[config.mk]
export PLATFORM = sky130hd
export DESIGN_NAME = decode
export DESIGN_NICKNAME = d
export VERILOG_FILES = /design/src/verilog/ctrlPkg.sv /design/src/verilog/isaPkg.sv /design/src/verilog/decode.sv /design/src/verilog/controlUnit.sv /design/src/verilog/aluOpDecode.sv /design/src/verilog/regFile.sv
export VERILOG_INCLUDE_DIRS = /design/src /design/src/verilog
export SDC_FILE = /design/constraint.sdc
export NUM_CORES = 1
export LEC_CHECK = 0
export BUFFER_PORTS_ARGS = -buffer_cell sky130_fd_sc_hd__buf_4
export CAP_MARGIN = 20
export CELL_PAD_IN_SITES_DETAIL_PLACEMENT = 0
export CELL_PAD_IN_SITES_GLOBAL_PLACEMENT = 1
export CORE_ASPECT_RATIO = 0.9
export CORE_MARGIN = 3
export CORE_UTILIZATION = 46
export CTS_CLUSTER_DIAMETER = 150
export DETAILED_ROUTE_END_ITERATION = 7
export GPL_TIMING_DRIVEN = 1
export PLACE_DENSITY = 0.85
export SETUP_SLACK_MARGIN = 0.2
export SLEW_MARGIN = 20
export SYNTH_ARGS = -nofsm -noshare
export SYNTH_HDL_FRONTEND = slang
export SYNTH_HIERARCHICAL = 1
export SYNTH_SLANG_ARGS = --single-unit
[constraint.sdc]
create_clock -name clk -period 3.55 [get_ports clk]
set_clock_uncertainty 0.15 [all_clocks]
set_input_delay 0.355 -clock clk [delete_from_list [all_inputs] [get_ports clk]]
set_output_delay 0.355 -clock clk [all_outputs]
set_load 0.02 [all_outputs]
[src/verilog/decode_cfg.svh]
`ifndef DECODE_CFG_SVH
`define DECODE_CFG_SVH

// datapath word, every register and immediate is this wide
`define DATA_W 16

// register file geometry
`define NUM_REGS 8
`define REG_SEL_W 3   // log2 of NUM_REGS

// nop: opcode 00001 with every field zero
// replaces the fetched word while the valid level is low
`define NOP_INSTR 16'h0800

`endif
[src/verilog/ctrlPkg.sv]
package ctrlPkg;

   // source of alu input b
   typedef enum logic [1:0] {
      B_REG = 2'b00,     // second register read port
      B_IMM5 = 2'b01,
      B_IMM11 = 2'b10,
      B_ZERO = 2'b11     // branches and jumps compare or add against zero
   } bSrcT;

   // which field names the register written back
   typedef enum logic [1:0] {
      DST_RS = 2'b00,    // bits 10:8
      DST_RT = 2'b01,    // bits 7:5
      DST_RD = 2'b10,    // bits 4:2
      DST_R7 = 2'b11     // link register
   } destSelT;

   // writeback data source, picked in the wb stage
   typedef enum logic [1:0] {
      WB_ALU = 2'b00,
      WB_MEM = 2'b01,
      WB_PC2 = 2'b10,
      WB_IMM = 2'b11
   } wbSelT;

   // branch condition tested on rs in execute
   typedef enum logic [2:0] {
      BR_NONE = 3'd0,
      BR_EQZ = 3'd1,
      BR_NEZ = 3'd2,
      BR_LTZ = 3'd3,
      BR_GEZ = 3'd4,
      BR_UNCOND = 3'd5
   } brchT;

   typedef enum logic [3:0] {
      ALU_ADD, ALU_SUB, ALU_XOR, ALU_ANDN,
      ALU_ROL, ALU_SLL, ALU_ROR, ALU_SRL,
      ALU_SEQ, ALU_SLT, ALU_SLE, ALU_SCO,
      ALU_BTR, ALU_PASSB
   } aluOpT;

endpackage

[src/verilog/isaPkg.sv]
package isaPkg;

   // instruction field positions, msb first
   localparam int OPC_HI = 15;
   localparam int OPC_LO = 11;
   localparam int RS_HI = 10;      // first source, also dest of lbi/slbi/stu
   localparam int RS_LO = 8;
   localparam int RT_HI = 7;       // second source, dest of i-format
   localparam int RT_LO = 5;
   localparam int RD_HI = 4;       // dest of r-format
   localparam int RD_LO = 2;
   localparam int FUNC_HI = 1;     // selects the op inside ARITH and SHIFT
   localparam int FUNC_LO = 0;
   localparam int IMM5_HI = 4;
   localparam int IMM8_HI = 7;
   localparam int IMM11_HI = 10;

   // opcodes 00010 and 00011 are not in the table and decode as illegal
   typedef enum logic [4:0] {
      HALT = 5'b00000, NOP = 5'b00001,
      J = 5'b00100, JR = 5'b00101, JAL = 5'b00110, JALR = 5'b00111,
      ADDI = 5'b01000, SUBI = 5'b01001, XORI = 5'b01010, ANDNI = 5'b01011,
      BEQZ = 5'b01100, BNEZ = 5'b01101, BLTZ = 5'b01110, BGEZ = 5'b01111,
      ST = 5'b10000, LD = 5'b10001, SLBI = 5'b10010, STU = 5'b10011,
      ROLI = 5'b10100, SLLI = 5'b10101, RORI = 5'b10110, SRLI = 5'b10111,
      LBI = 5'b11000, BTR = 5'b11001, SHIFT = 5'b11010, ARITH = 5'b11011,
      SEQ = 5'b11100, SLT = 5'b11101, SLE = 5'b11110, SCO = 5'b11111
   } opcodeT;

   // coarse grouping of the opcodes
   typedef enum logic [2:0] {
      CLS_SYS,       // halt, nop
      CLS_IFMT,      // reg op imm5
      CLS_RFMT,      // reg op reg
      CLS_MEM,       // st, ld, stu
      CLS_BRANCH,    // conditional on rs
      CLS_JUMP,      // j, jr, jal, jalr
      CLS_IMM,       // lbi, slbi
      CLS_ILLEGAL
   } opClassT;

endpackage

[src/verilog/decode.sv]
`timescale 1ns/1ps
`include "decode_cfg.svh"

// decode stage: gating, immediates, operand muxes, register file
// fully combinational apart from the register file write
module decode (
   input  logic                  clk,
   input  logic                  rstN,
   input  logic [`DATA_W-1:0]    instruction,
   input  logic                  instrValid,
   input  logic [`DATA_W-1:0]    wbData,      // writeback port
   input  logic [`REG_SEL_W-1:0] wrtReg,
   input  logic                  regWrt,
   output logic [`DATA_W-1:0]    imm8,
   output logic [`DATA_W-1:0]    imm11,
   output logic [`DATA_W-1:0]    inA,         // rs
   output logic [`DATA_W-1:0]    inB,         // alu b after bSrc mux
   output logic [`DATA_W-1:0]    wrtData,     // store data
   output logic [`REG_SEL_W-1:0] wrtRegOut,
   output logic                  regWrtOut,
   output ctrlPkg::aluOpT        aluOp,
   output logic                  aluJmp,
   output logic                  slbiSel,
   output logic                  createDump,
   output logic                  memWrt,
   output logic                  readEn,
   output logic [2:0]            brchSig,
   output logic                  cin,
   output logic                  invA,
   output logic                  invB,
   output ctrlPkg::wbSelT        wbDataSel,
   output logic                  immSrc,
   output logic                  jalSel,
   output logic                  sOpSel,
   output logic                  aluPc,
   output logic                  branchInst,
   output logic                  err
);

   localparam int IMM5_W = isaPkg::IMM5_HI + 1;
   localparam int IMM8_W = isaPkg::IMM8_HI + 1;
   localparam int IMM11_W = isaPkg::IMM11_HI + 1;

   logic [`DATA_W-1:0] inst;      // instruction after valid gating
   logic [`DATA_W-1:0] imm5;
   logic [`DATA_W-1:0] regB;      // rt read port
   ctrlPkg::bSrcT bSrc;
   ctrlPkg::destSelT destSel;
   logic zeroSel;
   logic stuSel;
   logic [2:0] opcTop;            // opcode bits 15:13

   assign inst = instrValid ? instruction : `NOP_INSTR;   // bubble becomes a nop

   // immediates, imm11 is always signed
   assign imm5 = zeroSel ? {{(`DATA_W-IMM5_W){1'b0}}, inst[isaPkg::IMM5_HI:0]}
                         : {{(`DATA_W-IMM5_W){inst[isaPkg::IMM5_HI]}}, inst[isaPkg::IMM5_HI:0]};
   assign imm8 = zeroSel ? {{(`DATA_W-IMM8_W){1'b0}}, inst[isaPkg::IMM8_HI:0]}
                         : {{(`DATA_W-IMM8_W){inst[isaPkg::IMM8_HI]}}, inst[isaPkg::IMM8_HI:0]};
   assign imm11 = {{(`DATA_W-IMM11_W){inst[isaPkg::IMM11_HI]}}, inst[isaPkg::IMM11_HI:0]};

   // read selects from the raw word, their data is don't care on a bubble
   regFile uRegFile (
      .clk         (clk),
      .rstN        (rstN),
      .read1RegSel (instruction[isaPkg::RS_HI:isaPkg::RS_LO]),
      .read2RegSel (instruction[isaPkg::RT_HI:isaPkg::RT_LO]),
      .writeRegSel (wrtReg),
      .writeData   (wbData),
      .writeEn     (regWrt),
      .read1Data   (inA),
      .read2Data   (regB)
   );

   always_comb begin
      case (bSrc)
         ctrlPkg::B_REG:   inB = regB;
         ctrlPkg::B_IMM5:  inB = imm5;
         ctrlPkg::B_IMM11: inB = imm11;
         default:          inB = '0;
      endcase
   end

   assign wrtData = stuSel ? regB : inB;   // stu stores rt while inB holds the offset

   always_comb begin
      case (destSel)
         ctrlPkg::DST_RS: wrtRegOut = inst[isaPkg::RS_HI:isaPkg::RS_LO];
         ctrlPkg::DST_RT: wrtRegOut = inst[isaPkg::RT_HI:isaPkg::RT_LO];
         ctrlPkg::DST_RD: wrtRegOut = inst[isaPkg::RD_HI:isaPkg::RD_LO];
         default:         wrtRegOut = 3'd7;   // link register
      endcase
   end

   controlUnit uControlUnit (
      .instruction (inst),
      .aluJmp      (aluJmp),
      .memWrt      (memWrt),
      .brchSig     (brchSig),
      .cin         (cin),
      .invA        (invA),
      .invB        (invB),
      .regWrt      (regWrtOut),
      .wbDataSel   (wbDataSel),
      .stuSel      (stuSel),
      .immSrc      (immSrc),
      .slbiSel     (slbiSel),
      .createDump  (createDump),
      .bSrc        (bSrc),
      .zeroSel     (zeroSel),
      .regDestSel  (destSel),
      .jalSel      (jalSel),
      .sOpSel      (sOpSel),
      .aluPc       (aluPc),
      .err         (err)
   );

   aluOpDecode uAluOpDecode (
      .instruction (inst),
      .aluOp       (aluOp)
   );

   assign readEn = (wbDataSel == ctrlPkg::WB_MEM);   // only loads read memory

   // jumps are 001xx, conditional branches 011xx
   assign opcTop = inst[isaPkg::OPC_HI:isaPkg::OPC_HI-2];
   assign branchInst = (opcTop == 3'b001) || (opcTop == 3'b011);

endmodule

[src/verilog/controlUnit.sv]
`timescale 1ns/1ps

// main decoder, one case on the opcode
// an opcode outside the table raises err and writes nothing
module controlUnit (
   input  logic [isaPkg::OPC_HI:0] instruction,
   output logic                    aluJmp,      // target is rs + imm8 from the alu
   output logic                    memWrt,
   output ctrlPkg::brchT           brchSig,
   output logic                    cin,         // adder carry in
   output logic                    invA,
   output logic                    invB,
   output logic                    regWrt,
   output ctrlPkg::wbSelT          wbDataSel,
   output logic                    stuSel,      // store data from rt, inB carries imm5
   output logic                    immSrc,      // pc offset, 0 imm8, 1 imm11
   output logic                    slbiSel,
   output logic                    createDump,  // halt
   output ctrlPkg::bSrcT           bSrc,
   output logic                    zeroSel,     // zero extend imm5 and imm8
   output ctrlPkg::destSelT        regDestSel,
   output logic                    jalSel,      // link write of pc + 2
   output logic                    sOpSel,      // result from the shifter
   output logic                    aluPc,       // pc relative target
   output logic                    err
);

   isaPkg::opcodeT opc;
   isaPkg::opClassT cls;
   logic [1:0] func;

   assign opc = isaPkg::opcodeT'(instruction[isaPkg::OPC_HI:isaPkg::OPC_LO]);
   assign func = instruction[isaPkg::FUNC_HI:isaPkg::FUNC_LO];

   always_comb begin
      // defaults are a nop, each opcode only raises what it needs
      aluJmp = 1'b0;
      memWrt = 1'b0;
      brchSig = ctrlPkg::BR_NONE;
      cin = 1'b0;
      invA = 1'b0;
      invB = 1'b0;
      regWrt = 1'b0;
      wbDataSel = ctrlPkg::WB_ALU;
      stuSel = 1'b0;
      immSrc = 1'b0;
      slbiSel = 1'b0;
      createDump = 1'b0;
      bSrc = ctrlPkg::B_REG;
      zeroSel = 1'b0;
      regDestSel = ctrlPkg::DST_RD;
      jalSel = 1'b0;
      sOpSel = 1'b0;
      aluPc = 1'b0;
      cls = isaPkg::CLS_ILLEGAL;

      case (opc)
         isaPkg::HALT: begin
            createDump = 1'b1;
            cls = isaPkg::CLS_SYS;
         end
         isaPkg::NOP: cls = isaPkg::CLS_SYS;
         isaPkg::ADDI, isaPkg::SUBI, isaPkg::XORI, isaPkg::ANDNI,
         isaPkg::ROLI, isaPkg::SLLI, isaPkg::RORI, isaPkg::SRLI: begin
            regWrt = 1'b1;
            bSrc = ctrlPkg::B_IMM5;
            regDestSel = ctrlPkg::DST_RT;
            zeroSel = (opc == isaPkg::XORI) || (opc == isaPkg::ANDNI);   // logic imms
            invA = (opc == isaPkg::SUBI);    // imm - rs
            cin = (opc == isaPkg::SUBI);
            invB = (opc == isaPkg::ANDNI);
            sOpSel = opc[2];                 // 101xx are the shifts
            cls = isaPkg::CLS_IFMT;
         end
         isaPkg::ST: begin
            memWrt = 1'b1;                   // store data rides on inB
            cls = isaPkg::CLS_MEM;
         end
         isaPkg::LD: begin
            regWrt = 1'b1;
            bSrc = ctrlPkg::B_IMM5;
            regDestSel = ctrlPkg::DST_RT;
            wbDataSel = ctrlPkg::WB_MEM;
            cls = isaPkg::CLS_MEM;
         end
         isaPkg::STU: begin
            memWrt = 1'b1;
            regWrt = 1'b1;                   // rs gets the updated address
            stuSel = 1'b1;
            bSrc = ctrlPkg::B_IMM5;
            regDestSel = ctrlPkg::DST_RS;
            cls = isaPkg::CLS_MEM;
         end
         isaPkg::ARITH, isaPkg::SHIFT, isaPkg::BTR,
         isaPkg::SEQ, isaPkg::SLT, isaPkg::SLE, isaPkg::SCO: begin
            regWrt = 1'b1;
            if (opc == isaPkg::ARITH) begin
               invA = (func == 2'b01);       // rt - rs
               cin = (func == 2'b01);
               invB = (func == 2'b11);       // andn
            end
            if (opc == isaPkg::SEQ || opc == isaPkg::SLT || opc == isaPkg::SLE) begin
               invB = 1'b1;                  // compares look at rs - rt
               cin = 1'b1;
            end
            sOpSel = (opc == isaPkg::SHIFT);
            cls = isaPkg::CLS_RFMT;
         end
         isaPkg::BEQZ, isaPkg::BNEZ, isaPkg::BLTZ, isaPkg::BGEZ: begin
            bSrc = ctrlPkg::B_ZERO;          // rs + 0 feeds the condition
            case (opc)
               isaPkg::BEQZ: brchSig = ctrlPkg::BR_EQZ;
               isaPkg::BNEZ: brchSig = ctrlPkg::BR_NEZ;
               isaPkg::BLTZ: brchSig = ctrlPkg::BR_LTZ;
               default: brchSig = ctrlPkg::BR_GEZ;
            endcase
            cls = isaPkg::CLS_BRANCH;
         end
         isaPkg::LBI, isaPkg::SLBI: begin
            regWrt = 1'b1;
            bSrc = ctrlPkg::B_ZERO;
            regDestSel = ctrlPkg::DST_RS;
            slbiSel = (opc == isaPkg::SLBI);
            zeroSel = (opc == isaPkg::SLBI);  // slbi fills the low byte unsigned
            wbDataSel = (opc == isaPkg::LBI) ? ctrlPkg::WB_IMM : ctrlPkg::WB_ALU;
            cls = isaPkg::CLS_IMM;
         end
         isaPkg::J, isaPkg::JR, isaPkg::JAL, isaPkg::JALR: begin
            brchSig = ctrlPkg::BR_UNCOND;
            bSrc = ctrlPkg::B_ZERO;
            aluJmp = opc[0];                 // jr, jalr add imm8 to rs
            immSrc = !opc[0];                // j, jal use imm11
            aluPc = !opc[0];
            regWrt = opc[1];                 // jal, jalr link into r7
            jalSel = opc[1];
            if (opc[1]) begin
               regDestSel = ctrlPkg::DST_R7;
               wbDataSel = ctrlPkg::WB_PC2;
            end
            cls = isaPkg::CLS_JUMP;
         end
         default: cls = isaPkg::CLS_ILLEGAL;   // write strobes stay at their defaults
      endcase

      err = (cls == isaPkg::CLS_ILLEGAL);

      // only stu both writes memory and a register
      stuOnly: assert (!(memWrt && regWrt) || opc == isaPkg::STU)
         else $error("memWrt and regWrt both high for opcode %b", opc);
   end

endmodule

[src/verilog/aluOpDecode.sv]
`timescale 1ns/1ps

// opcode to alu operation
// ARITH and SHIFT pick their op from the two function bits
module aluOpDecode (
   input  logic [isaPkg::OPC_HI:0] instruction,
   output ctrlPkg::aluOpT          aluOp
);

   isaPkg::opcodeT opc;
   logic [1:0] func;

   assign opc = isaPkg::opcodeT'(instruction[isaPkg::OPC_HI:isaPkg::OPC_LO]);
   assign func = instruction[isaPkg::FUNC_HI:isaPkg::FUNC_LO];

   always_comb begin
      aluOp = ctrlPkg::ALU_ADD;   // loads, stores, branch and jump targets
      case (opc)
         isaPkg::SUBI:  aluOp = ctrlPkg::ALU_SUB;
         isaPkg::XORI:  aluOp = ctrlPkg::ALU_XOR;
         isaPkg::ANDNI: aluOp = ctrlPkg::ALU_ANDN;
         isaPkg::ROLI:  aluOp = ctrlPkg::ALU_ROL;
         isaPkg::SLLI:  aluOp = ctrlPkg::ALU_SLL;
         isaPkg::RORI:  aluOp = ctrlPkg::ALU_ROR;
         isaPkg::SRLI:  aluOp = ctrlPkg::ALU_SRL;
         isaPkg::ARITH: begin
            case (func)
               2'b00: aluOp = ctrlPkg::ALU_ADD;
               2'b01: aluOp = ctrlPkg::ALU_SUB;
               2'b10: aluOp = ctrlPkg::ALU_XOR;
               default: aluOp = ctrlPkg::ALU_ANDN;
            endcase
         end
         isaPkg::SHIFT: begin
            case (func)
               2'b00: aluOp = ctrlPkg::ALU_ROL;
               2'b01: aluOp = ctrlPkg::ALU_SLL;
               2'b10: aluOp = ctrlPkg::ALU_ROR;
               default: aluOp = ctrlPkg::ALU_SRL;
            endcase
         end
         isaPkg::SEQ:   aluOp = ctrlPkg::ALU_SEQ;
         isaPkg::SLT:   aluOp = ctrlPkg::ALU_SLT;
         isaPkg::SLE:   aluOp = ctrlPkg::ALU_SLE;
         isaPkg::SCO:   aluOp = ctrlPkg::ALU_SCO;
         isaPkg::BTR:   aluOp = ctrlPkg::ALU_BTR;
         isaPkg::LBI:   aluOp = ctrlPkg::ALU_PASSB;   // imm8 straight through
         isaPkg::SLBI:  aluOp = ctrlPkg::ALU_SLL;     // rs << 8, imm8 or'd in by slbiSel
         default:       aluOp = ctrlPkg::ALU_ADD;
      endcase
   end

endmodule

[src/verilog/regFile.sv]
`timescale 1ns/1ps
`include "decode_cfg.svh"

// eight word register file
// two combinational read ports, one write port on the rising edge
// a read of the register being written returns the old value this cycle
module regFile (
   input  logic                  clk,
   input  logic                  rstN,
   input  logic [`REG_SEL_W-1:0] read1RegSel,   // rs
   input  logic [`REG_SEL_W-1:0] read2RegSel,   // rt
   input  logic [`REG_SEL_W-1:0] writeRegSel,
   input  logic [`DATA_W-1:0]    writeData,
   input  logic                  writeEn,
   output logic [`DATA_W-1:0]    read1Data,
   output logic [`DATA_W-1:0]    read2Data
);

   logic [`DATA_W-1:0] regs [`NUM_REGS];

   always_ff @(posedge clk) begin
      if (!rstN) begin
         for (int i = 0; i < `NUM_REGS; i++) begin
            regs[i] <= '0;   // every register starts at zero
         end
      end else if (writeEn) begin
         regs[writeRegSel] <= writeData;
      end
   end

   // stored contents only, the writer sees its data next cycle
   assign read1Data = regs[read1RegSel];
   assign read2Data = regs[read2RegSel];

   // writeback stage must never commit x into the file
   wrDataKnown: assert property (
      @(posedge clk) disable iff (!rstN)
      writeEn |-> !$isunknown(writeData)
   ) else $error("register write with unknown data, reg %0d", writeRegSel);

endmodule

==> impl_metrics.yaml, run 1 <==
placement:
  placed_area_mm2: 0.00942
  placement.setup.worst_slack_ns: 0.354
  routabilityCongestion: 0.905
  dp_hpwl_mm: 14.9
  io_buffers: 145
sta:
  tns_ns: 0
  worst_pin_slew_ns: 0.775
  fin_crit_sh_pct: 89.7
  rsz0062_at_grt: "no"
  timing_hold_violations_final: 0
  slew_violations: 0
  fin_ws_ns: 0.365
  slew_headroom_pct: 48.3
  final.min_clock_period_ns: 3.19
  setup_violations: 0
  max_freq_mhz: 314
routing:
  drc: 0
  vias: 6210
  first_iter_violations: 539
  dr.pass1.iters: 5
  drtAntennaViolNets: 0
  wl_per_cell_um: 22.9
  drt-vias-per-instance: 6.14
  wl_mm: 23.1
setup_path:
  cp_num_buf_inv: 4
  crit_path_start_kind: "primary input"
  critPathTopFamily: "simple AND/OR/NAND/NOR gates"
  critPathCapture: "wrtData[4]"
  required_ns: 3.04
  crit_path_max_incr_delay_ns: 0.31
  end_kind: "output port"
  setup.worst_path.class: "primary input to output port"
  crit_chain: "buf_4 -> buf_4 -> nand2b_1 -> or2_1 -> o21a_1 -> mux2i_2 -> buf_4 -> nand2b_1 -> or2_1 -> o221ai_1 -> buf_4"
  cp.depth: 11
  cp_max_fo: 25
  cp_slowest_cell: "or2_1"
  cp-startpoint: "instrValid"
  path_common_cell: "buf_4"
  cp.arrival_ns: 2.68
cells_and_area:
  drive_gt1_share_pct: 32.3
  area_growth_pct: 18.4
  largestRegisters: "uRegFile/regs: 128 flops"
  largest_register: "uRegFile/regs"
  largest_register_ffs: 128
  final_cell_area_mm2: 0.00995
  diodes: 0
  fill_cells: 1458
  register_area_mm2: 0.00384
  multiInputGateArea_mm2: 0.00390
  nets: 800
grt:
  met3_usage_pct: 6.66
  met2_usage_pct: 37.1
  grt_overflow: 0
  grt_use_total_pct: 23.2
  antenna_found_initial: 0
  grt_max_degree: 68
  grt_pass1_wl_mm: 35.5
  use_met1_pct: 31.0
  top_usage_layer: "met2"
  grt_pass1_vias: 6144
run:
  max_cap_viol_count: 0
logic_synthesis:
  synth-async-reset-ratio_pct: 0
  synth_cell_types: 58
  netlist_area_mm2: 0.00841
  synth.avg_cell_area_um2: 12.5
  ys_seq_area_share_pct: 45.7
  synth_top_area_cell: "edfxtp_1"
  synth_top_area_share_pct: 45.7
  syn-num-nets: 709
  syn_inst: 670
  ys_warn_count: 6
  yosys-top-cells-count: "nor3_1, edfxtp_1, mux4_1"
  ys.flop_type: "edfxtp_1"
  synth.most_common_cell: "nor3_1"
  synth_edf_count: 128
  synthTopCellsByArea: "edfxtp_1, mux4_1, nor3_1"
  ys_ff_latch: 128
hold_path:
  hp-class: "primary input to flip-flop"
clock_network:
  clk_pin_slew_ns: 0.05
  tritoncts: "yes"
  clock_path_buffers: 2
  root_buffer: "clkbuf_16"
  cts_buffers: 17
  htreeDepth: 4
  numClockSinks: 128
floorplanning:
  dieArea_mm2: 0.0199
  die_y_um: 134
  die_w_um: 149
  num_io_pins: 146
  start_util_pct: 47.3
  core_mm2: 0.0178
  row_count: 46
outcome:
  status: "finished clean"
power_and_ir_drop:
  total_leakage_power_nw: 3.71
  powerDensity_mw_per_mm2: 440
  ir_drop_mv: 0.351
==> layout by cell type (no fill, tap or decap), drive strengths merged, types with 13 or more instances in the layout <==
cell / netlist / routed
buf: 65 / 170
nor3: 133 / 133
edfxtp: 128 / 128
mux4: 64 / 64
mux2: 32 / 32
nand2: 26 / 26
clkinv: 16 / 22
clkbuf: 33 / 19
nor2b: 18 / 18
a21oi: 17 / 17
o21ai: 13 / 13
==> cell type report <==
class	count	share of cell area, %
Multi-Input combinational cell	418	39.2
Tap cell	240	3.02
Inverter	26	0.981
Clock buffer	19	4.35
Timing Repair Buffer	170	12.9
Sequential cell	128	38.6
Clock inverter	11	0.955
==> worst min-delay path by stage <==
stage / from / end / slack [ns] / cells after the start
floorplan: wbData[15] / uRegFile/regs[0][15] / 0.54 / 2
global placement: wbData[14] / uRegFile/regs[3][14] / 0.68 / 3
detailed placement: wbData[4] / uRegFile/regs[1][4] / 0.69 / 3
CTS: wbData[8] / uRegFile/regs[3][8] / 0.26 / 3
global route: wbData[4] / uRegFile/regs[2][4] / 0.28 / 3
finish: wbData[8] / uRegFile/regs[3][8] / 0.27 / 3
==> tightest hold or removal path, cell delays in order <==
cell	delay, ns
buf_4	0.11
clkinv_1	0.13
nor3_1	0.07
==> repair_timing <==
item                       4_1_cts  5_1_grt
resized for setup                0        1
setup endpoints to repair        0        3
hold buffers                     0        0
buffers inserted                 0        0
==> stage by stage <==
stage | util (%) | total power, mW | std cells | hold WS [ns]
floorplan | - | 2.48 | 670 | 0.538
global placement | 53.0 | 2.82 | 982 | 0.680
detailed placement | 53.0 | 2.84 | 982 | 0.693
CTS | 55.9 | 4.40 | 1012 | 0.259
global route | 56.0 | 4.53 | 1012 | 0.277
finish | 56.0 | 4.38 | 1012 | 0.275
==> cells by family after synthesis <==
group | after synthesis | share of synthesized area, %
buffers and inverters | 124 | 8.14
XOR/XNOR | 3 | 0.313
flip-flops | 128 | 45.7
AND/OR/NAND/NOR | 227 | 14.4
multiplexers | 100 | 24.4
AO/OA/AOI/OAI | 88 | 7.02
==> routing by layer <==
layer	vias to the layer above	wire length [um]
li1	2810	-
met5	-	0
met1	3015	9290
met4	0	471
met3	46	2280
met2	339	11100
==> power by group <==
part / leakage, nW / switching (mW) / internal, mW / total [mW]
clock network: 0.246 / 0.614 / 0.946 / 1.56
logic: 2.24 / 0.574 / 0.436 / 1.01
registers: 1.23 / 0.0454 / 1.76 / 1.81
No activity file was read; power rests on OpenSTA's default activity.
==> run 2, diff against run 1 <==
--- a/config.mk
+++ b/config.mk
@@ -6,15 +6,15 @@
 export SDC_FILE = /design/constraint.sdc
 export NUM_CORES = 1
 export LEC_CHECK = 0
-export BUFFER_PORTS_ARGS = -buffer_cell sky130_fd_sc_hd__buf_4
 export CAP_MARGIN = 20
 export CELL_PAD_IN_SITES_DETAIL_PLACEMENT = 0
 export CELL_PAD_IN_SITES_GLOBAL_PLACEMENT = 1
 export CORE_ASPECT_RATIO = 0.9
 export CORE_MARGIN = 3
-export CORE_UTILIZATION = 46
+export CORE_UTILIZATION = 52
 export CTS_CLUSTER_DIAMETER = 150
 export DETAILED_ROUTE_END_ITERATION = 7
+export DONT_BUFFER_PORTS = 1
 export GPL_TIMING_DRIVEN = 1
 export PLACE_DENSITY = 0.85
 export SETUP_SLACK_MARGIN = 0.2
==> impl_metrics.yaml, run 2 (same netlist as run 1, synthesis figures left out) <==
routing:
  wl_per_cell_um: 26.3
  wl_mm: 22.2
  drc: 0
  drt-vias-per-instance: 6.79
  drtAntennaViolNets: 0
  first_iter_violations: 542
  vias: 5722
  dr.pass1.iters: 5
sta:
  setup_violations: 0
  slew_headroom_pct: 38.4
  final.min_clock_period_ns: 3.10
  rsz0062_at_grt: "no"
  fin_crit_sh_pct: 87.5
  worst_pin_slew_ns: 0.915
  timing.hold.ws_ns: 0.152
  slew_violations: 0
  max_freq_mhz: 322
  timing_hold_violations_final: 0
  tns_ns: 0
power_and_ir_drop:
  ir_drop_mv: 0.338
  total_leakage_power_nw: 3.12
  powerDensity_mw_per_mm2: 499
clock_network:
  clk_pin_slew_ns: 0.05
  numClockSinks: 128
  post_cts_resized: 0
  cts_hold_buf: 0
  cts_buffers: 17
  root_buffer: "clkbuf_16"
  tritoncts: "yes"
  htreeDepth: 4
  clock_path_buffers: 2
  cts_setup_buffers: 0
placement:
  routabilityCongestion: 0.944
  dp_hpwl_mm: 13.9
  io_buffers: 0
grt:
  grt_pass1_wl_mm: 33.7
  grt_overflow: 0
  grt_use_total_pct: 25.1
  antenna_found_initial: 1
  grt_max_degree: 51
  grt_pass1_vias: 5729
cells_and_area:
  largest_register_ffs: 128
  multiInputGateArea_mm2: 0.00391
  fill_cells: 1216
  drive_gt1_share_pct: 18.7
  largestRegisters: "uRegFile/regs: 128 flops"
  final_common_cell: "nor3_1"
  largest_register: "uRegFile/regs"
  diodes: 0
  nets: 668
  area_growth_pct: 7.46
  mostFrequentLayoutCells: "nor3_1, edfxtp_1, mux4_1, buf_4, mux2_2"
  register_area_mm2: 0.00384
floorplanning:
  start_util_pct: 53.9
  dieArea_mm2: 0.0177
  core_mm2: 0.0156
  die_y_um: 127
  die_w_um: 140
  row_count: 43
  num_io_pins: 146
outcome:
  status: "finished clean"
setup_path:
  cp_max_fo: 28
  end_kind: "output port"
  crit_path_start_kind: "primary input"
  setup.worst_path.class: "primary input to output port"
  cp.arrival_ns: 2.60
  required_ns: 3.04
run:
  max_cap_viol_count: 0
hold_path:
  hp-class: "primary input to flip-flop"
-- run 2: changes by cell type in the layout (fill, tap and decap cells not counted) --
cell        before  now
clkinvlp_4       4    0
bufinv_16        1    6
clkinv_4         2    0
buf_4          169   38
clkbuf_1         2    1
nor2b_1         18   17
inv_6            0    1
nor2b_4          0    1
buf_6            1    0
clkinv_2         2    4
-- run 2: worst paths after layout --
| path | from | endpoint | slack (ns) | cells past startpoint |
|---|---|---|---|---|
| max | instrValid | wrtData[2] | 0.45 | 8 |
| min | wbData[8] | uRegFile/regs[3][8] | 0.15 | 2 |
-- run 2: area by class of cell --
type | instances | share of cell area (%)
multi-input combinational | 418 | 43.3
sequential | 128 | 42.5
clock buffer | 18 | 4.75
timing repair buffer | 38 | 3.16
tap | 202 | 2.80
clock inverter | 13 | 2.40
inverter | 26 | 1.08
-- run 2: layer usage --
| layer | wire length, um | track usage, % | share of wire (%) |
|---|---|---|---|
| met5 | 17 | 0 | 0.077 |
| met4 | 238 | 6.44 | 1.1 |
| met3 | 2120 | 7.92 | 9.5 |
| met2 | 11000 | 41.4 | 50 |
| met1 | 8790 | 32.6 | 40 |
-- run 2: worst max-delay path: stages --
cell,delay (ns)
and2_1,0.59
a21oi_1,0.15
mux2i_2,0.21
buf_4,0.29
nand2b_1,0.18
or2_1,0.31
o221ai_1,0.30
buf_4,0.21
-- run 2: report_power, final --
group	internal, mW	switching [mW]	leakage, nW
logic	0.299	0.488	1.58
clock network	1.30	0.614	0.319
registers	1.76	0.0419	1.23
total	3.36	1.14	3.12
-- run 2: metrics by stage --
step,setup slack (ns),power (mW),std cells,util [%],cell area (um2)
2_1_floorplan,0.325,2.48,670,-,8410
3_3_place_gp,0.613,2.58,812,53.8,8390
3_5_place_dp,0.481,2.61,812,53.8,8390
4_1_cts,0.484,4.51,843,57.9,9030
5_1_grt,0.306,4.65,843,57.9,9030
6_report,0.445,4.51,843,57.9,9030
==> run 3, diff against run 2 <==
==> constraint.sdc (replaced) <==
create_clock -name clk -period 2.9 [get_ports clk]
set_clock_uncertainty 0.15 [all_clocks]
set_input_delay 0.29 -clock clk [delete_from_list [all_inputs] [get_ports clk]]
set_output_delay 0.29 -clock clk [all_outputs]
set_load 0.02 [all_outputs]
==> impl_metrics.yaml, run 3 (same netlist as run 1, synthesis figures left out) <==
setup_path:
  cp.arrival_ns: 2.23
  required_ns: 2.46
  crit_path_start_kind: "flip-flop"
  cp_max_fo: 2
  end_kind: "output port"
  critPathCapture: "wrtData[0]"
  cp-startpoint: "uRegFile/regs[1][0]"
  setup.worst_path.class: "flip-flop to output port"
sta:
  fin_crit_sh_pct: 91.9
  final.min_clock_period_ns: 2.67
  tns_ns: 0
  timing.hold.ws_ns: 0.0823
  worst_pin_slew_ns: 0.774
  max_freq_mhz: 375
  timing_hold_violations_final: 0
  slew_violations: 0
  setup_violations: 0
  slew_headroom_pct: 48.4
  rsz0062_at_grt: "yes"
clock_network:
  tritoncts: "yes"
  htreeDepth: 4
  clk_pin_slew_ns: 0.06
  root_buffer: "clkbuf_16"
  clock_path_buffers: 2
  cts_buffers: 17
  numClockSinks: 128
grt:
  grt_use_total_pct: 25.4
  grt_pass1_vias: 5858
  grt_overflow: 0
  antenna_found_initial: 0
  grt_pass1_wl_mm: 34.2
  grt_max_degree: 38
routing:
  dr.pass1.iters: 8
  drc: 0
  first_iter_violations: 522
  drt-vias-per-instance: 6.81
  wl_per_cell_um: 26.5
  vias: 5785
  drtAntennaViolNets: 0
  wl_mm: 22.5
cells_and_area:
  largest_register_ffs: 128
  drive_gt1_share_pct: 23.6
  nets: 673
  mostFrequentLayoutCells: "nor3_1, edfxtp_1, mux4_1, buf_4, mux2_2"
  largest_register: "uRegFile/regs"
  area_growth_pct: 9.85
  fill_cells: 1196
  largestRegisters: "uRegFile/regs: 128 flops"
  final_common_cell: "nor3_1"
  diodes: 0
floorplanning:
  row_count: 43
  core_mm2: 0.0156
  dieArea_mm2: 0.0177
  start_util_pct: 53.9
  num_io_pins: 146
  die_y_um: 127
  die_w_um: 140
power_and_ir_drop:
  total_leakage_power_nw: 3.17
  ir_drop_mv: 0.464
  powerDensity_mw_per_mm2: 585
hold_path:
  hp-class: "primary input to flip-flop"
  hold_start: "wbData[14]"
placement:
  io_buffers: 0
  routabilityCongestion: 0.952
  dp_hpwl_mm: 14.3
run:
  max_cap_viol_count: 0
outcome:
  status: "finished clean"
-- run 3: cell types whose count changed in the layout (fill, tap and decap cells not counted), sizes merged --
cell	delta
buf	+5
bufinv	-3
clkbuf	-1
clkinv	+1
clkinvlp	+2
inv	+2
-- run 3: worst min-delay path by stage --
stage	endpoint	slack, ns	cells past startpoint
2_1_floorplan	uRegFile/regs[0][15]	0.47	2
3_3_place_gp	uRegFile/regs[3][14]	0.50	2
3_5_place_dp	uRegFile/regs[0][0]	0.50	2
4_1_cts	uRegFile/regs[0][0]	0.06	2
5_1_grt	uRegFile/regs[3][7]	0.09	2
6_report	uRegFile/regs[5][14]	0.08	2
-- run 3: worst max-delay path, stage by stage, from the launching register on --
cell and delay [ns]:
edfxtp_1 0.38, mux4_1 0.52, mux2_2 0.31, nor2b_1 0.16
a31oi_1 0.25, o221ai_4 0.21
-- run 3: power breakdown --
group | internal (mW) | switching, mW | total, mW
sequential | 2.15 | 0.0519 | 2.21
combinational | 0.398 | 0.626 | 1.02
clock | 1.36 | 0.813 | 2.17
-- run 3: repair_timing --
item	CTS	global route
buffers inserted	0	4
setup endpoints to repair	9	29
resized for setup	3	10
pin swaps	2	4
hold buffers	0	0
-- run 3: per-stage QoR --
step	power, mW	cells	utilization (%)	cell area, um2	setup WS (ns)
after floorplan	3.09	670	-	8570	0.215
after global placement	3.20	813	54.7	8540	0.236
after detailed placement	3.24	813	54.7	8540	0.212
after CTS	5.40	845	58.7	9160	0.182
after global routing	5.58	849	59.2	9240	0.147
final	5.40	849	59.2	9240	0.234
-- run 3: area by class of cell --
class / count / area (um2) / share of cell area [%]
timing repair buffer: 43 / 323 / 3.49
multi-input combinational: 418 / 4110 / 44.5
inverter: 26 / 97.6 / 1.06
sequential: 128 / 3840 / 41.6
clock inverter: 15 / 185 / 2.00
tap: 202 / 253 / 2.74
clock buffer: 17 / 425 / 4.61
-- run 3: routing by layer --
layer	GRT usage [%]	share of wire, %	vias up
li1	-	-	2562
met1	32.8	39	2842
met2	42.3	49	345
met3	7.01	10	36
met4	7.75	1.7	0
met5	0	0	-
